===== src/design/read_data_pkg.sv =====
package read_data_pkg;

  //////////////////////////////
  // Bus dimensions
  //////////////////////////////

  // Default tag width that the top level overrides
  localparam int TAG_WIDTH = 8;

  // Fixed by the host bus
  localparam int DWORDS_PER_HALF = 8;

  //////////////////////////////
  // Command types
  //////////////////////////////

  typedef enum logic [1:0] {
    CMD_NONE = 2'd0,
    CMD_READ = 2'd1,
    CMD_WED  = 2'd2
  } cmd_type_t;

  //////////////////////////////
  // Payload and interfaces
  //////////////////////////////

  // One half of a cacheline as flat bits or as double words
  typedef union packed {
    logic [511:0]                     bits;
    logic [DWORDS_PER_HALF-1:0][63:0] dwords;
  } half_line_t;

  // Host buffer-write port carrying one half-line per strobe
  typedef struct packed {
    logic                       write_valid;
    logic [TAG_WIDTH-1:0]       write_tag;
    logic                       write_address;
    logic                       write_tag_parity;
    half_line_t                 write_data;
    logic [DWORDS_PER_HALF-1:0] write_parity;
  } buffer_write_t;

  // Outstanding command announced by the issuer
  typedef struct packed {
    logic                 valid;
    logic [TAG_WIDTH-1:0] tag;
    cmd_type_t            cmd_type;
  } command_issue_t;

  // Host response whose type says read or WED
  typedef struct packed {
    logic                 valid;
    logic [TAG_WIDTH-1:0] tag;
    cmd_type_t            cmd_type;
  } response_t;

  // Released half-line and RAM entry format
  typedef struct packed {
    logic                 valid;
    logic                 half;
    logic [TAG_WIDTH-1:0] tag;
    logic                 read_data;
    logic                 wed_data;
    half_line_t           data;
  } read_line_t;

  typedef struct packed {
    logic tag_error;
    logic data_error;
  } parity_errors_t;

endpackage


===== src/design/command_tag_table.sv =====
`timescale 1ns/1ps

module command_tag_table #(
  parameter int TAG_WIDTH = read_data_pkg::TAG_WIDTH
) (
  input  logic                       clock,
  input  logic                       rstn,
  input  read_data_pkg::command_issue_t issue,
  input  logic [TAG_WIDTH-1:0]       lookup_tag,
  output read_data_pkg::cmd_type_t   lookup_type
);

  import read_data_pkg::*;

  localparam int ENTRIES = 2 ** TAG_WIDTH;

  // One command type per tag
  cmd_type_t type_table [ENTRIES];

  //////////////////////////////
  // Issue side
  //////////////////////////////

  always_ff @(posedge clock or negedge rstn) begin
    if (!rstn) begin
      for (int i = 0; i < ENTRIES; i++) begin
        type_table[i] <= CMD_NONE;
      end
    end else begin
      if (issue.valid) begin
        type_table[TAG_WIDTH'(issue.tag)] <= issue.cmd_type;
      end
    end
  end

  //////////////////////////////
  // Lookup side
  //////////////////////////////

  // Same-cycle lookup for the latched buffer write
  assign lookup_type = type_table[lookup_tag];

  // Issuer only announces real commands
  issue_type_known : assert property (
    @(posedge clock) disable iff (!rstn)
    issue.valid |-> (issue.cmd_type != CMD_NONE)
  );

endmodule


===== config.mk =====
export PLATFORM = sky130hd
export DESIGN_NAME = command_tag_table
export DESIGN_NICKNAME = d
export VERILOG_FILES = /design/src/design/read_data_pkg.sv /design/src/design/command_tag_table.sv
export SDC_FILE = /design/constraint.sdc
export NUM_CORES = 1
export LEC_CHECK = 0
export BUFFER_PORTS_ARGS = -buffer_cell sky130_fd_sc_hd__buf_4
export CAP_MARGIN = 10
export CORE_MARGIN = 4
export CORE_UTILIZATION = 45
export CTS_CLUSTER_SIZE = 24
export DETAILED_ROUTE_END_ITERATION = 6
export PLACE_DENSITY = 0.68
export SLEW_MARGIN = 10
export SYNTH_ARGS = -nofsm -noshare
export SYNTH_HDL_FRONTEND = slang
export SYNTH_SLANG_ARGS = --single-unit

===== constraint.sdc =====
create_clock -name clock -period 3.2 [get_ports clock]
set_clock_uncertainty 0.15 [all_clocks]
set_input_delay 0.8 -clock clock [delete_from_list [all_inputs] [get_ports clock]]
set_output_delay 0.8 -clock clock [all_outputs]
set_load 0.01 [all_outputs]

; ---- After elaboration in Yosys (flattened, before gate mapping)
; Cells that the tools add are included.
[word_totals]
register_bits = 512
out_inout_bits = 2
wordCells = 268
[classes]
magnitude_cmp = 3
mux = 6
bitwise = 2
n_reduce_logical = 1
[op_table]
columns = op, count
row1 = 512-bit bitwise mux, 1
row2 = 9-bit >= comparator (second input constant), 2
row3 = 8-bit inverter with 9-bit output, 2
row4 = 2-bit binary-select mux with 8-bit select, 1
row5 = 2-bit demux with 8-bit select, 1
row6 = 9-bit by 1-bit less-than comparator with 1-bit output (second input constant), 1
row7 = 2-bit 2-to-1 mux, 3
row8 = 1-bit logical AND, 1

; ---- Logic depth before layout (Yosys ltp)
; Gate-level depths: netlist (run 1).
[depth]
depth_word = 6
mapped_depth = 12

; ---- Least setup slack after synthesis (run 1)
; No wires, ideal clock.
[synth_timing]
kind = input port to output port
start = in lookup_tag[3]
end = out lookup_type[0]
arrival_time_ns = 2.613
required_ns = 2.250
setup_slack_ns = -0.363
path_stages = 10
path_cell_list = buf_2 -> buf_2 -> nand3b_4 -> buf_2 -> buf_2 -> o22ai_1 -> nor3_1 -> o41ai_2 -> a31oi_1 -> a311oi_1
[synth_via]
elab_chain_len = 4
[synth_rtl]
columns = element, line_no
row1 = from (decl), command_tag_table.sv:9  ; input logic [TAG_WIDTH-1:0] lookup_tag,
row2 = 8-bit inverter with 9-bit output (not written as such), command_tag_table.sv:41  ; assign lookup_type = type_table[lookup_tag];
row3 = 2-bit binary-select mux with 8-bit select, command_tag_table.sv:41
row4 = 2-bit 2-to-1 mux (not written as such) (2 in series), command_tag_table.sv:41
row5 = to (decl), command_tag_table.sv:10  ; output read_data_pkg::cmd_type_t lookup_type
; No other way between the ends. The select of a mux whose other input is x is not followed.

; ---- Final worst setup path (run 1)
[layout_timing]
start = in lookup_tag[2]
end = out lookup_type[0]
; The elaborated chain is that of the path after synthesis.

==> impl_results.md, run 1 <==
- Status: finished with violations
- Failing checks: negative setup slack
- Crit start category: input port
- Clk_lat worst skew: 0.59 ns
- Die Wd: 243.3 um
- Remaining DRCs: 0
- I/O pins: 23
- Worst-Margin Slew: just under 0.7 ns
- Crit. End Element: output pin
- Met1 usage: 0.3145
- Yosys reg bits: slightly above 500
- Die Y: 243.3 um
- Clk pwr share: 0.424
- Global-route wire length before repair: 102800 um
- Detailed-route wire length: 66320 um
- Final Hold Vio Count: 0
- Syn_nets: roughly 1900
- Sequential Area: 0.01281 sq mm
- IO Port Bufs: 22
- Final min period: 4.010 ns
- Depth of the CTS H-tree: 2
- Fmax: 249.4 MHz
- Worst path max stage delay: 0.48 ns
- Final Instance Area: between 0.02 and 0.03 sq mm
- TNS Setup: -1.584 ns
- Initial antenna violation count: 3
- Worst hold slack: 0.01340 ns
- Met2 Use GR: 0.3515
- Gate power share: 0.101
- Top reg by flops: type_table
- Rel. slew slack: 0.5390
- Async SR Flop Fraction: 1.000
- Post-synthesis cell type count: 48
- Multi-input gate area: approximately 0.012 sq mm
- VDD IR-drop max: approximately 0.38 mV
- Crit Path Max Fanout: 7
- EDFF count, synth: 0
- Max-Cap Viols: 0
- Sw power: around 3.5 mW
- # setup viols final: 2
- Leak: 13.86 nW
- Top flop regs: type_table x512
- Vias in the first global route: 17050
- Net Sw Frac: 0.2410
- Placed cell areas: 0.02671 sq mm
- Met3 Usage GRT: 0.04068
- Power Density: 497.6 mW/mm^2
- Delay-heaviest family, CP: compound AO/OA/AOI/OAI gates
- CTS root buf: clkbuf_16
- Worst r2r dst: type_table[368]
- Die area: 0.05919 sq mm
- Critical setup path kind: in -> out
- Synthesized cell area: 0.02491 sq mm
- Period utilization: 1.253
- Initial DRC Count: 1265
- Area growth, synth to finish: 18.25%
- Mapped Cells: 1865
- Net count, final: 1970
- WL/cell: 24.29 um
- Setup WS pre-CTS: -1.009 ns
- Busiest grt layer: met2
- Dpl hpwl: 40730 um
- Critical path arrival: 3.06 ns
- Global Route Usage Sum: 0.2215
- Crit path depth: 10
- Syn Area/Cell: ~13 sq um
- Via count: approximately 16000
- Hold Path Class: in -> async
- YS warnings: 0
- Largest net degree at the start of global routing: around 140
- Rows: 85
- Fraction of layout cells with a size suffix above 1: 0.4666
- Buf+Inv Stages, Crit Path: 4
- Hold buffers post-CTS: 0
- Initial Utilization: 0.4584
- Crit-path cells: buf_4 > or3b_4 > buf_16 > o22ai_1 > nor4_2 > buf_4 > o41ai_4 > a31oi_2 > a311oi_4 > buf_4
- Sequential Power Share: 0.474
- Clk pin slew, worst setup/hold paths: 0.06 ns
- Most common cell on crit path: buf_4
- Post-route setup slack: -0.8097 ns
- RSZ-0062 raised after global routing: yes
- CTS tree: built
- ANT nets after route: 0
- Routability cong.: a little over 0.8
- Crit path launch: lookup_tag[2]
- Core area: 0.05435 sq mm
- Filler cells: 4404
- Clock sinks: 512
- Max-slew violation count: 0
- Post-synth top flop: dfrtp_1
- Cell depth of the worst flop-to-flop path: 1
- Worst Setup EP: lookup_type[0]
- Pre-Repair DR Iteration Count: 5
- Num CTS Buffers: 54
- DR vias/cell: 5.941
- Cell-internal power: 11.12 mW
- Congestion Overflow GR: 0
- Tot Pwr: about 15 mW
- Critical-path top delay cell: or3b_4
- CTS max path bufs: 3
- Register area share after synthesis: 0.5143
- Reg2reg setup slack: 2.25 ns
- Critical path data required time: 2.25 ns
- Max FFs per register: 512
- Crit Reg-Reg Startpoint: type_table[368]
==> per-layer routing <==
layer / vias to the layer above / wire, um
li1: 7001 / -
met1: 8629 / 29240
met2: 474 / 31190
met3: 112 / 4204
met4: 4 / 1662
met5: - / 26
==> cells in the final DEF, fill, tap and decap left out, drive strengths merged, types with 13 or more instances in the layout <==
cell    netlist  layout
nor4         20      20
nand2       277     277
mux4         78      78
mux2i       113     113
clkbuf      100      83
nor2         26      26
o22ai        43      43
mux2        524     524
nor3         26      26
nand2b       13      13
buf          47     171
dfrtp       512     512
clkinv        3      13
==> what timing repair did <==
item | 4_1_cts | 5_1_grt
resized for setup | 84 | 41
buffers inserted | 8 | 3
pin swaps | 11 | 11
setup endpoints to repair | 2 | 2
cloned | 7 | 1
==> kinds of logic (layout without fill, tap and decap cells) <==
group | Yosys count | after routing | synth area share
other | 0 | 2 | 0
buffers and inverters | 153 | 277 | 0.03466
DFF | 512 | 512 | 0.5143
muxes | 715 | 715 | 0.3563
and+or+nand+nor | 391 | 391 | 0.06786
AOI/OAI and AO/OA | 94 | 94 | 0.02692
==> layout make-up <==
| type | count | share of cell area |
|---|---|---|
| clock inverters | 14 | 0.004417 |
| multi-input cells | 1200 | 0.4058 |
| well taps | 739 | 0.03139 |
| clock buffers | 82 | 0.05526 |
| repair buffers | 175 | 0.06728 |
| flip-flops and latches | 512 | 0.4349 |
| inverters | 6 | 0.0007646 |
| diodes | 2 | 0.0001699 |
==> power groups by stage <==
| stage | Sequential (mW) | Combinational (mW) | Clock, mW |
|---|---|---|---|
| final | 6.95 | 1.49 | 6.22 |
| after floorplan | 6.99 | 0.830 | 0 |
| after detailed placement | 7.06 | 1.34 | 0 |
| after CTS | 6.95 | 1.45 | 6.34 |
| after global routing | 6.98 | 1.59 | 6.63 |
| after global placement | 7.04 | 1.30 | 0 |
==> metrics by stage <==
| stage | cells | utilization |
|---|---|---|
| 2_1_floorplan | 1865 | - |
| 3_3_place_gp | 2619 | 0.4916 |
| 3_5_place_dp | 2619 | 0.4916 |
| 4_1_cts | 2726 | 0.5366 |
| 5_1_grt | 2728 | 0.5419 |
| 6_report | 2730 | 0.5420 |
==> cell usage after synthesis (4+ instances only) <==
cell | count | share of area
o221ai_1 | 6 | 0.0021
clkbuf_1 | 98 | 0.015
dfrtp_1 | 512 | 0.51
mux4_2 | 55 | 0.050
nand2b_1 | 13 | 0.0033
mux4_1 | 23 | 0.024
nor3_1 | 26 | 0.0052
buf_4 | 9 | 0.0027
a22oi_1 | 4 | 0.0012
buf_6 | 12 | 0.0054
nor2_1 | 26 | 0.0039
buf_8 | 4 | 0.0024
nand2_1 | 277 | 0.042
a32oi_1 | 4 | 0.0014
o21ai_0 | 5 | 0.0010
a2111oi_0 | 8 | 0.0028
and3_1 | 5 | 0.0013
nor4_2 | 4 | 0.0020
buf_2 | 15 | 0.0030
mux2_2 | 524 | 0.24
mux2i_1 | 113 | 0.045
o22ai_1 | 43 | 0.011
a21oi_1 | 7 | 0.0014
nor4_1 | 16 | 0.0040
buf_12 | 5 | 0.0040
nand3_1 | 8 | 0.0016
==> worst min path at each step <==
stage,cells after the start,to
2_1_floorplan,1,type_table[100]
3_3_place_gp,1,type_table[185]
3_5_place_dp,1,type_table[26]
4_1_cts,1,type_table[435]
5_1_grt,1,type_table[18]
6_report,1,type_table[18]
(Power assumes the default switching activity.)
==> run 2: changes to the inputs <==
Settings changed: GPL_TIMING_DRIVEN set to 0.
==> impl_results.md, run 2 (synthesized netlist as in run 1, its figures left out) <==
- Status: finished with violations (unchanged)
- Failing checks: negative setup slack (unchanged)
- Worst path max stage delay: 0.40 ns (was 0.48 ns)
- Hold Path Class: in -> async (unchanged)
- Clk_lat worst skew: 0.60 ns (was 0.59 ns)
- Top reg by flops: type_table (unchanged)
- # setup viols final: 12 (was 2)
- CTS max path bufs: 3 (unchanged)
- DR vias/cell: 6.039 (was 5.941)
- Most common cell on crit path: buf_12 (was buf_4)
- Routability cong.: 0.8835 (was 0.8211)
- Power Density: 504.4 mW/mm^2 (was 497.6 mW/mm^2)
- Cell depth of the worst flop-to-flop path: 1 (unchanged)
- Commonest non-fill, non-tap cell in the layout: mux2_2 (unchanged)
- Antenna diode count: 0 (was 2)
- Leak: 13.78 nW (was 13.86 nW)
- Pre-Repair DR Iteration Count: 5 (unchanged)
- Fmax: 241.7 MHz (was 249.4 MHz)
- Worst Setup EP: lookup_type[0] (unchanged)
- Tot Pwr: 14.79 mW (was 14.66 mW)
- RSZ-0062 raised after global routing: yes (unchanged)
- Die Wd: 243.3 um (unchanged)
- Via count: 16790 (was 16220)
- WL met2: 33920 um (was 31190 um)
- Period utilization: 1.293 (was 1.253)
- Max-Cap Viols: 0 (unchanged)
- Congestion Overflow GR: 0 (unchanged)
- Max-slew violation count: 0 (unchanged)
- Filler cells: 4464 (was 4404)
- Depth of the CTS H-tree: 2 (unchanged)
- Initial antenna violation count: 0 (was 3)
- TNS Setup: -2.020 ns (was -1.584 ns)
- Critical path arrival: 3.19 ns (was 3.06 ns)
- Hold buffers post-CTS: 0 (unchanged)
- Max FFs per register: 512 (unchanged)
- Crit Reg-Reg Startpoint: type_table[15] (was type_table[368])
- Worst r2r dst: type_table[15] (was type_table[368])
- Critical-path top delay cell: a311oi_4 (was or3b_4)
- Top layer in use: met4 (was met5)
- Critical setup path kind: in -> out (unchanged)
- Core area: 0.05435 sq mm (unchanged)
- Reg2reg setup slack: 2.23 ns (was 2.25 ns)
- Crit start category: input port (unchanged)
- Rows: 85 (unchanged)
- Initial DRC Count: 1404 (was 1265)
- Largest net degree at the start of global routing: 115 (was 141)
- Fraction of layout cells with a size suffix above 1: 0.4361 (was 0.4666)
- Crit-path cells: buf_12 > buf_12 > buf_12 > clkbuf_16 > buf_12 > buf_12 > buf_4 > mux2i_1 > o22ai_1 > o31ai_1 > o32ai_2 > o22ai_2 > a311oi_4 > buf_4 (was buf_4 > or3b_4 > buf_16 > o22ai_1 > nor4_2 > buf_4 > o41ai_4 > a31oi_2 > a311oi_4 > buf_4)
- Global Route Usage Sum: 0.2413 (was 0.2215)
- Setup WS pre-CTS: -2.047 ns (was -1.009 ns)
- Global-route wire length before repair: 109200 um (was 102800 um)
- WL/cell: 26.11 um (was 24.29 um)
- Initial Utilization: 0.4584 (unchanged)
- Final min period: 4.138 ns (was 4.010 ns)
- Rel. slew slack: 0.1360 (was 0.5390)
- I/O pins: 23 (unchanged)
- Area growth, synth to finish: 17.70% (was 18.25%)
- IO Port Bufs: 16 (was 22)
- Crit. End Element: output pin (unchanged)
- CTS root buf: clkbuf_16 (unchanged)
- Crit path launch: lookup_tag[1] (was lookup_tag[2])
- Critical path data required time: 2.25 ns (about the same)
- Net count, final: 2018 (was 1970)
- Detailed-route wire length: 72580 um (was 66320 um)
- Die Y: 243.3 um (unchanged)
- Clock sinks: 512 (unchanged)
- Met1 Wirelength: 30460 um (was 29240 um)
- VDD IR-drop max: 0.4021 mV (was 0.3834 mV)
- Num CTS Buffers: 55 (was 54)
- ANT nets after route: 0 (unchanged)
- Remaining DRCs: 0 (unchanged)
- Top flop regs: type_table x512 (unchanged)
- Commonest cells after routing, fill and taps aside: mux2_2 (522), dfrtp_1 (512), nand2_1 (276) (was mux2_2 (521), dfrtp_1 (512), nand2_1 (276))
- Met3 WL: 5298 um (was 4204 um)
- Final Hold Vio Count: 0 (unchanged)
- CTS tree: built (unchanged)
- Dpl hpwl: 49110 um (was 40730 um)
- Die area: 0.05919 sq mm (unchanged)
- Clk pin slew, worst setup/hold paths: 0.06 ns (about the same)
- Post-route setup slack: -0.9376 ns (was -0.8097 ns)
- Vias in the first global route: 17710 (was 17050)
- Crit Path Max Fanout: 8 (was 7)
- Worst-Margin Slew: 1.286 ns (was 0.6915 ns)
[run 2: cell count changes in the layout (fill, tap and decap cells not counted), sizes merged]
| cell | before | now |
|---|---|---|
| clkinvlp | 1 | 0 |
| inv | 4 | 3 |
| buf | 171 | 124 |
| clkinv | 13 | 14 |
| bufbuf | 3 | 0 |
| bufinv | 2 | 1 |
| clkdlybuf4s15 | 0 | 1 |
| diode | 2 | 0 |
| clkbuf | 83 | 186 |
[run 2: repair_timing]
action | 4_1_cts | 5_1_grt
gates resized for setup | 122 | 66
endpoints found under the hold margin | 0 | 0
pin swaps | 21 | 20
endpoints found under the setup margin | 263 | 30
setup buffers | 24 | 31
[run 2: where the power goes]
part           switching (mW)  leakage (nW)  internal, mW  total [mW]
sequential              0.161          7.06          6.78        6.95
combinational           0.858          5.82         0.683        1.54
clock                    2.60         0.894          3.70        6.30
[run 2: cell type report]
cell class	count	area [sq um]	area share
tap	739	924.6	0.03154
clock buffer	89	1707	0.05821
multi-input combinational	1200	11830	0.4035
inverter	6	32.53	0.001109
clock inverter	12	88.84	0.003030
sequential	512	12810	0.4370
buffer	146	1160	0.03956
timing repair buffer	76	764.5	0.02607
[run 2: worst min path at each step]
stage	depth (start not counted)	to
after global routing	1	type_table[413]
after detailed placement	1	type_table[108]
after global placement	1	type_table[68]
after floorplan	1	type_table[100]
after CTS	1	type_table[413]
final	1	type_table[413]
[run 2: worst max-delay path: cells and delay by family]
kind,cells,cell delay [ns]
AO/OA/AOI/OAI,5,1.07
multiplexers,1,0.15
buffers and inverters,8,1.15
[run 2: per-stage QoR]
stage | std cells | cell area, sq um | hold WS, ns | utilization
finish | 2780 | 29320 | 0.06152 | 0.5395
global route | 2780 | 29320 | 0.1278 | 0.5395
CTS | 2750 | 28720 | 0.09034 | 0.5285
detailed placement | 2625 | 26170 | 0.3348 | 0.4816
global placement | 2620 | 26030 | 0.3290 | 0.4789
floorplan | 1865 | 24980 | 0.3203 | -
[run 2: metal layers]
metal  GRT usage  vias up
met2      0.3847      687
met5           0        -
met3     0.04717      158
met1      0.3276     8841
li1            -     7102
met4     0.09710        0
